$ cat config.mk
export PLATFORM = sky130hd
export DESIGN_NAME = control_unit
export DESIGN_NICKNAME = d
export VERILOG_FILES = /design/src/rv_control_pkg.sv /design/src/control_unit.sv /design/src/field_decoder.sv /design/src/main_fsm.sv
export VERILOG_INCLUDE_DIRS = /design/src /design/src/include
export SDC_FILE = /design/constraint.sdc
export NUM_CORES = 1
export LEC_CHECK = 0
export ABC_AREA = 1
export BUFFER_PORTS_ARGS = -buffer_cell sky130_fd_sc_hd__buf_2
export CAP_MARGIN = 15
export CORE_ASPECT_RATIO = 2
export CORE_MARGIN = 2
export CORE_UTILIZATION = 24
export DETAILED_ROUTE_END_ITERATION = 10
export GPL_ROUTABILITY_DRIVEN = 0
export GPL_TIMING_DRIVEN = 0
export SETUP_SLACK_MARGIN = 0.02
export SLEW_MARGIN = 30
export SYNTH_ARGS = -nofsm -noshare
export SYNTH_HDL_FRONTEND = slang
export SYNTH_SLANG_ARGS = --single-unit
$ cat constraint.sdc
create_clock -name clk -period 3 [get_ports clk]
set_input_delay 0 -clock clk [delete_from_list [all_inputs] [get_ports clk]]
set_output_delay 0 -clock clk [all_outputs]
set_load 0.01 [all_outputs]
$ cat src/include/rv_control_config.svh
// Cause codes follow the RISC-V mcause numbering for synchronous traps.
// Only the three trap kinds of this control unit are encoded here.

`ifndef RV_CONTROL_CONFIG_SVH
`define RV_CONTROL_CONFIG_SVH

// Width of the cause output
`define CAUSE_WIDTH 4

// Illegal instruction
`define CAUSE_ILLEGAL 4'd2

// Load address misaligned
`define CAUSE_LOAD_MISALIGNED 4'd4

// Store address misaligned
`define CAUSE_STORE_MISALIGNED 4'd6

`endif

$ cat src/rv_control_pkg.sv
// Types shared by the control unit parts.
// Enum labels carry a prefix, since all of them share the package scope.

package rv_control_pkg;

  typedef enum logic [6:0] {
    OPC_OP     = 7'b0110011,
    OPC_OP_IMM = 7'b0010011,
    OPC_LOAD   = 7'b0000011,
    OPC_STORE  = 7'b0100011,
    OPC_BRANCH = 7'b1100011,
    OPC_JAL    = 7'b1101111,
    OPC_LUI    = 7'b0110111
  } opcode_e;

  typedef enum logic [3:0] {
    S_FETCH, S_DECODE, S_MEM_ADR, S_MEM_READ, S_MEM_WB, S_MEM_WRITE, S_EXECUTE_R,
    S_EXECUTE_I, S_ALU_WB, S_BRANCH, S_JAL, S_LUI, S_TRAP
  } fsm_state_e;

  typedef enum logic [1:0] {ALUOP_ADD, ALUOP_SUB, ALUOP_FUNCT} alu_op_e;

  typedef enum logic [3:0] {
    ALU_ADD  = 4'd0,
    ALU_SUB  = 4'd1,
    ALU_SLL  = 4'd2,
    ALU_SLT  = 4'd3,
    ALU_SLTU = 4'd4,
    ALU_XOR  = 4'd5,
    ALU_SRL  = 4'd6,
    ALU_SRA  = 4'd7,
    ALU_OR   = 4'd8,
    ALU_AND  = 4'd9
  } alu_ctrl_e;

  typedef enum logic [2:0] {LD_LB, LD_LH, LD_LW, LD_LBU, LD_LHU} load_op_e;

  typedef enum logic [1:0] {ST_SB, ST_SH, ST_SW} store_op_e;

  typedef enum logic [2:0] {IMM_I, IMM_S, IMM_B, IMM_J, IMM_U} imm_src_e;

  typedef enum logic [1:0] {SRCA_PC, SRCA_OLD_PC, SRCA_RS1} src_a_e;

  typedef enum logic [1:0] {SRCB_RS2, SRCB_IMM, SRCB_FOUR} src_b_e;

  typedef enum logic [1:0] {RES_ALU_OUT, RES_DATA, RES_ALU_RESULT, RES_IMM} result_src_e;

  typedef enum logic [1:0] {TRAP_NONE, TRAP_ILLEGAL, TRAP_LOAD_MIS, TRAP_STORE_MIS} trap_e;

endpackage

$ cat src/control_unit.sv
// Control unit top. Branch outcome uses funct3[0] only, so beq and bne.
// The combiner adds no cycles; cause is zero outside a trap pulse.

`include "rv_control_config.svh"

module control_unit (
  input  logic                        clk,
  input  logic                        rst_n,
  input  logic [6:0]                  op,
  input  logic [2:0]                  funct3,
  input  logic                        funct7b5,
  input  logic                        zero,
  input  logic [1:0]                  addr_low,
  input  logic                        mem_ready,
  output logic                        mem_valid,
  output logic                        mem_write,
  output logic                        adr_src,
  output logic                        ir_write,
  output logic                        pc_write,
  output logic                        reg_write,
  output rv_control_pkg::src_a_e      alu_src_a,
  output rv_control_pkg::src_b_e      alu_src_b,
  output rv_control_pkg::alu_ctrl_e   alu_control,
  output rv_control_pkg::result_src_e result_src,
  output rv_control_pkg::imm_src_e    imm_src,
  output rv_control_pkg::load_op_e    load_op,
  output rv_control_pkg::store_op_e   store_op,
  output logic                        exception_event,
  output logic [`CAUSE_WIDTH-1:0]     cause,
  output logic                        incr_inst_retired
);

  rv_control_pkg::opcode_e op_e;
  rv_control_pkg::alu_op_e alu_op;
  rv_control_pkg::trap_e   trap_kind;
  logic legal;
  logic load_misaligned;
  logic store_misaligned;
  logic branch;
  logic pc_update;
  logic taken;

  assign op_e = rv_control_pkg::opcode_e'(op);  // May hold a non-enum value

  main_fsm main_fsm_i (
    .clk              (clk),
    .rst_n            (rst_n),
    .op               (op_e),
    .legal            (legal),
    .load_misaligned  (load_misaligned),
    .store_misaligned (store_misaligned),
    .mem_ready        (mem_ready),
    .mem_valid        (mem_valid),
    .mem_write        (mem_write),
    .adr_src          (adr_src),
    .ir_write         (ir_write),
    .pc_update        (pc_update),
    .branch           (branch),
    .reg_write        (reg_write),
    .alu_src_a        (alu_src_a),
    .alu_src_b        (alu_src_b),
    .alu_op           (alu_op),
    .result_src       (result_src),
    .trap_kind        (trap_kind),
    .incr_inst_retired(incr_inst_retired)
  );

  field_decoder field_decoder_i (
    .op              (op_e),
    .funct3          (funct3),
    .funct7b5        (funct7b5),
    .addr_low        (addr_low),
    .alu_op          (alu_op),
    .alu_control     (alu_control),
    .load_op         (load_op),
    .store_op        (store_op),
    .imm_src         (imm_src),
    .load_misaligned (load_misaligned),
    .store_misaligned(store_misaligned),
    .legal           (legal)
  );

  assign taken    = funct3[0] ? !zero : zero;  // bne : beq
  assign pc_write = (branch && taken) || pc_update;

  assign exception_event = (trap_kind != rv_control_pkg::TRAP_NONE);

  always_comb begin
    case (trap_kind)
      rv_control_pkg::TRAP_ILLEGAL:   cause = `CAUSE_ILLEGAL;
      rv_control_pkg::TRAP_LOAD_MIS:  cause = `CAUSE_LOAD_MISALIGNED;
      rv_control_pkg::TRAP_STORE_MIS: cause = `CAUSE_STORE_MISALIGNED;
      default:                        cause = '0;
    endcase
  end

endmodule

$ cat src/field_decoder.sv
// Purely combinational. legal checks only the major opcode, not funct3.
// Misalignment flags are qualified by op and are meant to be sampled in MEM_ADR.

module field_decoder (
  input  rv_control_pkg::opcode_e   op,
  input  logic [2:0]                funct3,
  input  logic                      funct7b5,
  input  logic [1:0]                addr_low,
  input  rv_control_pkg::alu_op_e   alu_op,
  output rv_control_pkg::alu_ctrl_e alu_control,
  output rv_control_pkg::load_op_e  load_op,
  output rv_control_pkg::store_op_e store_op,
  output rv_control_pkg::imm_src_e  imm_src,
  output logic                      load_misaligned,
  output logic                      store_misaligned,
  output logic                      legal
);

  logic misaligned;

  always_comb begin
    unique case (alu_op)
      rv_control_pkg::ALUOP_SUB: alu_control = rv_control_pkg::ALU_SUB;  // Branch compare
      rv_control_pkg::ALUOP_FUNCT: begin
        unique case (funct3)
          3'b000: alu_control = (op == rv_control_pkg::OPC_OP && funct7b5) ?
                                rv_control_pkg::ALU_SUB : rv_control_pkg::ALU_ADD;  // No subi
          3'b001: alu_control = rv_control_pkg::ALU_SLL;
          3'b010: alu_control = rv_control_pkg::ALU_SLT;
          3'b011: alu_control = rv_control_pkg::ALU_SLTU;
          3'b100: alu_control = rv_control_pkg::ALU_XOR;
          3'b101: alu_control = funct7b5 ? rv_control_pkg::ALU_SRA : rv_control_pkg::ALU_SRL;
          3'b110: alu_control = rv_control_pkg::ALU_OR;
          default: alu_control = rv_control_pkg::ALU_AND;
        endcase
      end
      default: alu_control = rv_control_pkg::ALU_ADD;  // Address and PC arithmetic
    endcase
  end

  always_comb begin
    case (funct3)
      3'b000: load_op = rv_control_pkg::LD_LB;
      3'b001: load_op = rv_control_pkg::LD_LH;
      3'b100: load_op = rv_control_pkg::LD_LBU;
      3'b101: load_op = rv_control_pkg::LD_LHU;
      default: load_op = rv_control_pkg::LD_LW;
    endcase
    case (funct3[1:0])
      2'b00: store_op = rv_control_pkg::ST_SB;
      2'b01: store_op = rv_control_pkg::ST_SH;
      default: store_op = rv_control_pkg::ST_SW;
    endcase
  end

  always_comb begin
    legal   = 1'b1;
    imm_src = rv_control_pkg::IMM_I;
    case (op)
      rv_control_pkg::OPC_OP:     imm_src = rv_control_pkg::IMM_I;  // Unused by R-type
      rv_control_pkg::OPC_OP_IMM,
      rv_control_pkg::OPC_LOAD:   imm_src = rv_control_pkg::IMM_I;
      rv_control_pkg::OPC_STORE:  imm_src = rv_control_pkg::IMM_S;
      rv_control_pkg::OPC_BRANCH: imm_src = rv_control_pkg::IMM_B;
      rv_control_pkg::OPC_JAL:    imm_src = rv_control_pkg::IMM_J;
      rv_control_pkg::OPC_LUI:    imm_src = rv_control_pkg::IMM_U;
      default: legal = 1'b0;
    endcase
  end

  // Halfword at odd byte, word off a 4-byte boundary
  assign misaligned = (funct3[1:0] == 2'b01 && addr_low[0]) ||
                      (funct3[1:0] == 2'b10 && addr_low != 2'b00);

  assign load_misaligned  = (op == rv_control_pkg::OPC_LOAD) && misaligned;
  assign store_misaligned = (op == rv_control_pkg::OPC_STORE) && misaligned;

  // Unused ALU class code would silently fall back to ADD
  a_alu_op_known: assert final (alu_op inside {
      rv_control_pkg::ALUOP_ADD, rv_control_pkg::ALUOP_SUB, rv_control_pkg::ALUOP_FUNCT})
    else $error("alu_op %b has no encoding", alu_op);

endmodule

$ cat src/main_fsm.sv
// Multicycle sequencer. Outputs decode from the state, plus mem_ready in the wait states.
// op and the decoder flags must be stable from DECODE until the next FETCH.

module main_fsm (
  input  logic                        clk,
  input  logic                        rst_n,
  input  rv_control_pkg::opcode_e     op,
  input  logic                        legal,
  input  logic                        load_misaligned,
  input  logic                        store_misaligned,
  input  logic                        mem_ready,
  output logic                        mem_valid,
  output logic                        mem_write,
  output logic                        adr_src,
  output logic                        ir_write,
  output logic                        pc_update,
  output logic                        branch,
  output logic                        reg_write,
  output rv_control_pkg::src_a_e      alu_src_a,
  output rv_control_pkg::src_b_e      alu_src_b,
  output rv_control_pkg::alu_op_e     alu_op,
  output rv_control_pkg::result_src_e result_src,
  output rv_control_pkg::trap_e       trap_kind,
  output logic                        incr_inst_retired
);

  rv_control_pkg::fsm_state_e state_q, state_d;
  rv_control_pkg::trap_e      trap_q, trap_d;  // Kind reported while in TRAP

  always_ff @(posedge clk or negedge rst_n) begin
    if (!rst_n) begin
      state_q <= rv_control_pkg::S_FETCH;
      trap_q  <= rv_control_pkg::TRAP_NONE;
    end else begin
      state_q <= state_d;
      trap_q  <= trap_d;
    end
  end

  always_comb begin
    state_d = state_q;
    trap_d  = rv_control_pkg::TRAP_NONE;
    case (state_q)
      rv_control_pkg::S_FETCH:
        if (mem_ready) state_d = rv_control_pkg::S_DECODE;
      rv_control_pkg::S_DECODE: begin
        if (!legal) begin
          state_d = rv_control_pkg::S_TRAP;
          trap_d  = rv_control_pkg::TRAP_ILLEGAL;
        end else begin
          case (op)
            rv_control_pkg::OPC_LOAD,
            rv_control_pkg::OPC_STORE:  state_d = rv_control_pkg::S_MEM_ADR;
            rv_control_pkg::OPC_OP:     state_d = rv_control_pkg::S_EXECUTE_R;
            rv_control_pkg::OPC_OP_IMM: state_d = rv_control_pkg::S_EXECUTE_I;
            rv_control_pkg::OPC_BRANCH: state_d = rv_control_pkg::S_BRANCH;
            rv_control_pkg::OPC_JAL:    state_d = rv_control_pkg::S_JAL;
            default:                    state_d = rv_control_pkg::S_LUI;
          endcase
        end
      end
      rv_control_pkg::S_MEM_ADR: begin
        if (op == rv_control_pkg::OPC_LOAD) begin
          state_d = load_misaligned ? rv_control_pkg::S_TRAP : rv_control_pkg::S_MEM_READ;
          if (load_misaligned) trap_d = rv_control_pkg::TRAP_LOAD_MIS;
        end else begin
          state_d = store_misaligned ? rv_control_pkg::S_TRAP : rv_control_pkg::S_MEM_WRITE;
          if (store_misaligned) trap_d = rv_control_pkg::TRAP_STORE_MIS;
        end
      end
      rv_control_pkg::S_MEM_READ:
        if (mem_ready) state_d = rv_control_pkg::S_MEM_WB;
      rv_control_pkg::S_MEM_WRITE:
        if (mem_ready) state_d = rv_control_pkg::S_FETCH;
      rv_control_pkg::S_EXECUTE_R,
      rv_control_pkg::S_EXECUTE_I,
      rv_control_pkg::S_JAL:       state_d = rv_control_pkg::S_ALU_WB;
      default:                     state_d = rv_control_pkg::S_FETCH;  // Single-cycle tails
    endcase
  end

  always_comb begin
    mem_valid         = 1'b0;
    mem_write         = 1'b0;
    adr_src           = 1'b0;
    ir_write          = 1'b0;
    pc_update         = 1'b0;
    branch            = 1'b0;
    reg_write         = 1'b0;
    incr_inst_retired = 1'b0;
    alu_src_a         = rv_control_pkg::SRCA_RS1;
    alu_src_b         = rv_control_pkg::SRCB_IMM;
    alu_op            = rv_control_pkg::ALUOP_ADD;
    result_src        = rv_control_pkg::RES_ALU_OUT;
    trap_kind         = rv_control_pkg::TRAP_NONE;
    case (state_q)
      rv_control_pkg::S_FETCH: begin
        mem_valid  = 1'b1;
        ir_write   = mem_ready;
        pc_update  = mem_ready;  // PC <= PC + 4
        alu_src_a  = rv_control_pkg::SRCA_PC;
        alu_src_b  = rv_control_pkg::SRCB_FOUR;
        result_src = rv_control_pkg::RES_ALU_RESULT;
      end
      rv_control_pkg::S_DECODE:
        alu_src_a = rv_control_pkg::SRCA_OLD_PC;  // Branch and jump target
      rv_control_pkg::S_MEM_READ: begin
        mem_valid = 1'b1;
        adr_src   = 1'b1;
      end
      rv_control_pkg::S_MEM_WB: begin
        result_src        = rv_control_pkg::RES_DATA;
        reg_write         = 1'b1;
        incr_inst_retired = 1'b1;
      end
      rv_control_pkg::S_MEM_WRITE: begin
        mem_valid         = 1'b1;
        mem_write         = 1'b1;
        adr_src           = 1'b1;
        incr_inst_retired = mem_ready;
      end
      rv_control_pkg::S_EXECUTE_R: begin
        alu_src_b = rv_control_pkg::SRCB_RS2;
        alu_op    = rv_control_pkg::ALUOP_FUNCT;
      end
      rv_control_pkg::S_EXECUTE_I: alu_op = rv_control_pkg::ALUOP_FUNCT;
      rv_control_pkg::S_ALU_WB: begin
        reg_write         = 1'b1;
        incr_inst_retired = 1'b1;
      end
      rv_control_pkg::S_BRANCH: begin
        alu_src_b         = rv_control_pkg::SRCB_RS2;
        alu_op            = rv_control_pkg::ALUOP_SUB;
        branch            = 1'b1;
        incr_inst_retired = 1'b1;
      end
      rv_control_pkg::S_JAL: begin
        alu_src_a = rv_control_pkg::SRCA_OLD_PC;  // Link value, target sits in ALUOut
        alu_src_b = rv_control_pkg::SRCB_FOUR;
        pc_update = 1'b1;
      end
      rv_control_pkg::S_LUI: begin
        result_src        = rv_control_pkg::RES_IMM;
        reg_write         = 1'b1;
        incr_inst_retired = 1'b1;
      end
      rv_control_pkg::S_TRAP: trap_kind = trap_q;
      default: ;
    endcase
  end

  // Store request stays up, still a write, until the memory takes it
  a_store_held: assert property (@(posedge clk) disable iff (!rst_n)
    mem_write && !mem_ready |=> mem_write && mem_valid);

  a_trap_pulse: assert property (@(posedge clk) disable iff (!rst_n)
    trap_kind != rv_control_pkg::TRAP_NONE |=> trap_kind == rv_control_pkg::TRAP_NONE);

endmodule

Word level (Yosys, flattened, before mapping)
Cells that the tools add are included.
{"block": "totals", "reg_bits": 6, "latchBits": 0, "ramBits": 0, "mem_bits_ro": 0, "inputBits": 17, "out_inout_bits": 30, "word_cells": 100, "mem_count": 0}
{"block": "classes", "add_sub_neg": 0, "mul": 0, "div_mod_pow": 0, "n_lt_le_gt_ge": 0, "eq_ne": 35, "shift": 0, "n_mux": 37, "n_bitwise": 0, "reduce_logical": 26}
{"cell": "$mux W4", "n": 7}
{"cell": "$pmux W4 S7", "n": 1}
{"cell": "$pmux W3 S4", "n": 2}
{"cell": "$pmux W4 S6", "n": 1}
{"cell": "$eq A7 B6 Y1 const B", "n": 3}
{"cell": "$eq A4 B4 Y1 const B", "n": 5}
{"cell": "$pmux W2 S2", "n": 5}
{"cell": "$pmux W4 S5", "n": 1}
{"cell": "$eq A4 B3 Y1 const B", "n": 4}
{"cell": "$eq A7 B7 Y1 const B", "n": 2}
{"cell": "$reduce_or A2 Y1", "n": 6}
{"cell": "$mux W1", "n": 11}
{"cell": "$eq A3 B3 Y1 const B", "n": 3}
{"cell": "$pmux W3 S3", "n": 1}
{"cell": "$reduce_or A3 Y1", "n": 3}
{"cell": "$eq A2 B2 Y1 const B", "n": 4}
{"cell": "$eq A4 B2 Y1 const B", "n": 2}
{"cell": "$mux W2", "n": 4}
{"cell": "$pmux W4 S2", "n": 1}
{"cell": "$eq A7 B2 Y1 const B", "n": 1}
{"cell": "$eq A7 B5 Y1 const B", "n": 1}
{"cell": "$reduce_or A7 Y1", "n": 1}
{"cell": "$eq A2 B1 Y1 const B", "n": 3}
{"cell": "$eq A3 B2 Y1 const B", "n": 2}
{"cell": "14 further kinds", "n": 24}

Logic depth before layout (Yosys ltp)
{"block": "depth", "ltp_word": 7, "mapped_depth": 11, "ltp_nobuf": 11}

Hierarchy
A second synthesis with hierarchy kept.
{"block": "unflattened", "cells_unflattened": 187, "hier_area_um2": 962.2}
{"mod": "main_fsm", "instances": 1, "cells_per_inst": 109, "area_per_inst_um2": 603.1, "seq_area_each_um2": 150.1}
{"mod": "field_decoder", "instances": 1, "cells_per_inst": 65, "area_per_inst_um2": 299.0, "seq_area_each_um2": 0.0}
{"mod": "control_unit", "instances": 1, "cells_per_inst": 13, "area_per_inst_um2": 60.1, "seq_area_each_um2": 0.0}

Worst setup path before layout
OpenSTA, ideal clock, no wires.
{"block": "synth_timing", "kind": "flip-flop to output port", "from": "register main_fsm_i.state_q[2]", "to": "output port alu_control[2]", "arrival_ns": 1.564, "t_required_ns": 3.000, "slack_ns": 1.436, "stages_incl_launch_ff": 10, "path_buffers": 0, "cell_sequence": "dfrtp_1 > inv_2 > nor2_2 > inv_1 > nor2_1 > inv_1 > ha_1 > nor2_1 > nand2_1 > a21oi_1"}
{"block": "synth_via", "elab_chain_cells": 5, "word_cells_on_any_way": 8, "classes_between": "eq/ne: 5; mux: 2; reduce/logical: 1"}
{"element": "start, declared", "line": "main_fsm.sv:27", "text": "rv_control_pkg::fsm_state_e state_q, state_d;"}
{"element": "start signal, assigned", "line": "main_fsm.sv:32", "text": "state_q <= rv_control_pkg::S_FETCH;"}
{"element": "start signal, assigned", "line": "main_fsm.sv:35", "text": "state_q <= state_d;"}
{"element": "$eq A4 B3 Y1", "line": "main_fsm.sv:96", "text": "case (state_q)"}
{"element": "$reduce_or A2 Y1 (no line)"}
{"element": "$pmux W2 S2 (*)", "line": "main_fsm.sv:96"}
{"element": "$eq A2 B2 Y1 or $eq A2 B1 Y1 (tied branches)", "line": "field_decoder.sv:22", "text": "unique case (alu_op)"}
{"element": "$pmux W4 S2 (*)", "line": "field_decoder.sv:22"}
{"element": "end, declared", "line": "control_unit.sv:23", "text": "output rv_control_pkg::alu_ctrl_e alu_control,"}
Every way passes the cells marked *; elsewhere a longest branch is shown, timed or not.

Final worst setup path
Same ends and word-level chain as after synthesis.

==> impl_metrics.env <==
export IMPL_core_area_mm2=0.00353
export IMPL_ys_seq_elements=6
export IMPL_yosysTopAreaCellShare=0.172
export IMPL_avgSynthCellArea_um2=5.65
export IMPL_top_layer="met3"
export IMPL_yosys_warnings=0
export IMPL_clock_sinks=6
export IMPL_boundaryPins=47
export IMPL_startpoint_type="register"
export IMPL_synth_mux_area_frac=0
export IMPL_first_iter_violations=22
export IMPL_r2r_setup_slack_ns=1.69
export IMPL_layout_common_cells="44 x buf_2, 35 x nand2_1, 30 x inv_1"
export IMPL_grt_usage=0.115
export IMPL_post_cts_buffers=0
export IMPL_met1_length_um=989
export IMPL_first_global_vias=937
export IMPL_detail_route_wirelength_mm=2.24
export IMPL_n_fill_cell=404
export IMPL_nets=224
export IMPL_cp_startpoint="main_fsm_i.state_q[2]"
export IMPL_min_path_type="input port to register"
export IMPL_start_util=0.247
export IMPL_cts_tree="done"
export IMPL_grt_max_degree=7
export IMPL_final_common_cell="buf_2"
export IMPL_vdd_ir_drop_worst_mv=0.305
export IMPL_yosys_cell_types_count=29
export IMPL_setup_viol=0
export IMPL_cp_slowest_cell="dfrtp_1"
export IMPL_remaining_drc_errors=0
export IMPL_firstDrtPassIters=4
export IMPL_yosys_area_share_adder=0.0287
export IMPL_drive_above_1_share=0.350
export IMPL_vias=1055
export IMPL_netlist_area_um2=871
export IMPL_cts_resized=0
export IMPL_post_route_period_util=0.671
export IMPL_holdPathEnd="main_fsm_i.trap_q[0]"
export IMPL_clock_skew_ns=0.00439
export IMPL_clock_latency_ns=0.22
export IMPL_diodes=0
export IMPL_ys_seq_area_frac=0.172
export IMPL_reg2reg_depth=7
export IMPL_yosysTopAreaCell="dfrtp_1"
export IMPL_avgViaCountPerCell=4.19
export IMPL_overflow=0
export IMPL_root_buffer="clkbuf_8"
export IMPL_synthSimpleGateAreaFrac=0.481
export IMPL_required_ns=3.00
export IMPL_status="finished clean"
export IMPL_hold_viol_final=0
export IMPL_grt_setup_unrepaired="false"
export IMPL_synth_top_family_by_area="simple AND/OR/NAND/NOR gates"
export IMPL_antenna_left=0
export IMPL_antenna_found_initial=0
export IMPL_power_density_mw_per_mm2=634
export IMPL_p_total_mw=0.766
export IMPL_crit_chain="inv_2 -> nor2_2 -> inv_1 -> nor2_1 -> inv_1 -> ha_1 -> nor2_1 -> nand2_1 -> a21oi_1 -> buf_2"
export IMPL_hpwl_mm=1.95
export IMPL_fmax_ghz=0.497
export IMPL_rows=31
export IMPL_timing_hold_ws_ns=0.119
export IMPL_maxCapViolations=0
export IMPL_portBuffers=44
export IMPL_end_kind="primary output"
export IMPL_path_class="register to primary output"
export IMPL_path_max_fanout=4
export IMPL_min_path_cells=3
export IMPL_numCtsBuffers=3
export IMPL_synth_xor_area_frac=0.0101
export IMPL_p_leak_nw=0.716
export IMPL_route_met3_wl_um=232
export IMPL_drv_slew=0
export IMPL_crit_arrival_ns=2.01
export IMPL_cts_buffer_depth=2
export IMPL_dieWidth_um=46.6
export IMPL_grt_pass1_wl_mm=3.68
export IMPL_finalSetupTns_ns=0
export IMPL_dr_wl_met2_mm=1.02
export IMPL_die_h_um=89.2
export IMPL_synthCells=154
export IMPL_clk_pin_slew_ns=0.04
export IMPL_reg2reg_to="main_fsm_i.state_q[2]"
export IMPL_hold_start="op[5]"
export IMPL_regToRegStartpoint="main_fsm_i.state_q[3]"
export IMPL_synthTopCellsByArea="dfrtp_1 17%, nand2_1 15%, inv_1 13%"
export IMPL_critPathMaxStageDelay_ns=0.47
export IMPL_dieArea_mm2=0.00416
export IMPL_area_growth_pct=38.6
export IMPL_wl_per_cell_um=8.88
export IMPL_htreeDepth=1
export IMPL_synth_compound_area_frac=0.138
export IMPL_period_needed_ns=2.01
critical path, delay by kind of cell, from the launching register on:
kind / cells / cell delay [ns]
AO/OA/AOI/OAI: 1 / 0.12
adder cells (fa/ha/maj): 1 / 0.32
buffers and inverters: 4 / 0.39
flip-flops: 1 / 0.47
AND/OR/NAND/NOR: 4 / 0.49
logic make-up (layout without fill, tap and decap cells):
| family | count (synthesis) | after routing |
|---|---|---|
| flops | 6 | 6 |
| buf+inv | 36 | 84 |
| simple gates | 90 | 90 |
| xor+xnor | 1 | 1 |
| fa+ha+maj | 2 | 2 |
| compound gates | 18 | 18 |
| other cells | 1 | 2 |
flip-flops by register name, summed over array words and instances, names as in the netlist:
signal	flops
main_fsm_i.state_q	4
main_fsm_i.trap_q	2
stage by stage:
stage | instances | setup WS (ns) | util | area, um^2
after detailed placement | 248 | 1.23 | 0.328 | 1160
after global routing | 252 | 0.851 | 0.342 | 1210
final | 252 | 0.988 | 0.342 | 1210
after CTS | 252 | 0.981 | 0.342 | 1210
after global placement | 248 | 1.24 | 0.328 | 1160
after floorplan | 155 | 1.44 | - | 875
synthesized netlist by cell type (all sizes together):
master / n
nor3: 4
a21boi: 1
ha: 2
xnor2: 1
o21ai: 7
inv: 32
a21oi: 5
nand2: 39
clkbuf: 1
o221ai: 1
conb: 1
nor2: 31
nand3b: 1
o21a: 1
dfrtp: 6
nand3: 15
buf: 2
o211ai: 2
clkinv: 1
o2111ai: 1
layer usage:
| layer | global-route usage | up-vias |
|---|---|---|
| met3 | 0.0283 | 0 |
| met4 | 0.0286 | 0 |
| met2 | 0.194 | 55 |
| met5 | 0 | - |
| li1 | - | 570 |
| met1 | 0.142 | 430 |
worst max-delay path by stage:
stage / to / slack (ns) / cells after the start
2_1_floorplan: alu_control[2] / 1.44 / 9
3_3_place_gp: alu_control[2] / 1.24 / 10
3_5_place_dp: alu_control[2] / 1.23 / 10
4_1_cts: alu_control[2] / 0.98 / 10
5_1_grt: alu_control[2] / 0.85 / 10
6_report: alu_control[2] / 0.99 / 10
layout make-up:
class / count / area [um^2] / area share
inverters: 33 / 125 / 0.104
well taps: 49 / 61.3 / 0.0508
multi-input cells: 113 / 581 / 0.481
repair buffers: 45 / 230 / 0.191
clock buffers: 3 / 41.3 / 0.0342
flip-flops and latches: 6 / 150 / 0.124
plain buffers: 3 / 18.8 / 0.0155
power breakdown:
group / internal, mW / switching (mW) / leakage (nW)
logic: 0.187 / 0.315 / 0.615
registers: 0.107 / 0.0369 / 0.0794
clock network: 0.0861 / 0.0331 / 0.0216
total: 0.381 / 0.385 / 0.716
what timing repair did:
action,4_1_cts,5_1_grt
endpoints found under the hold margin,6,0
setup endpoints to repair,0,0
hold buffers,1,0
No activity file was read; power rests on OpenSTA's default activity.
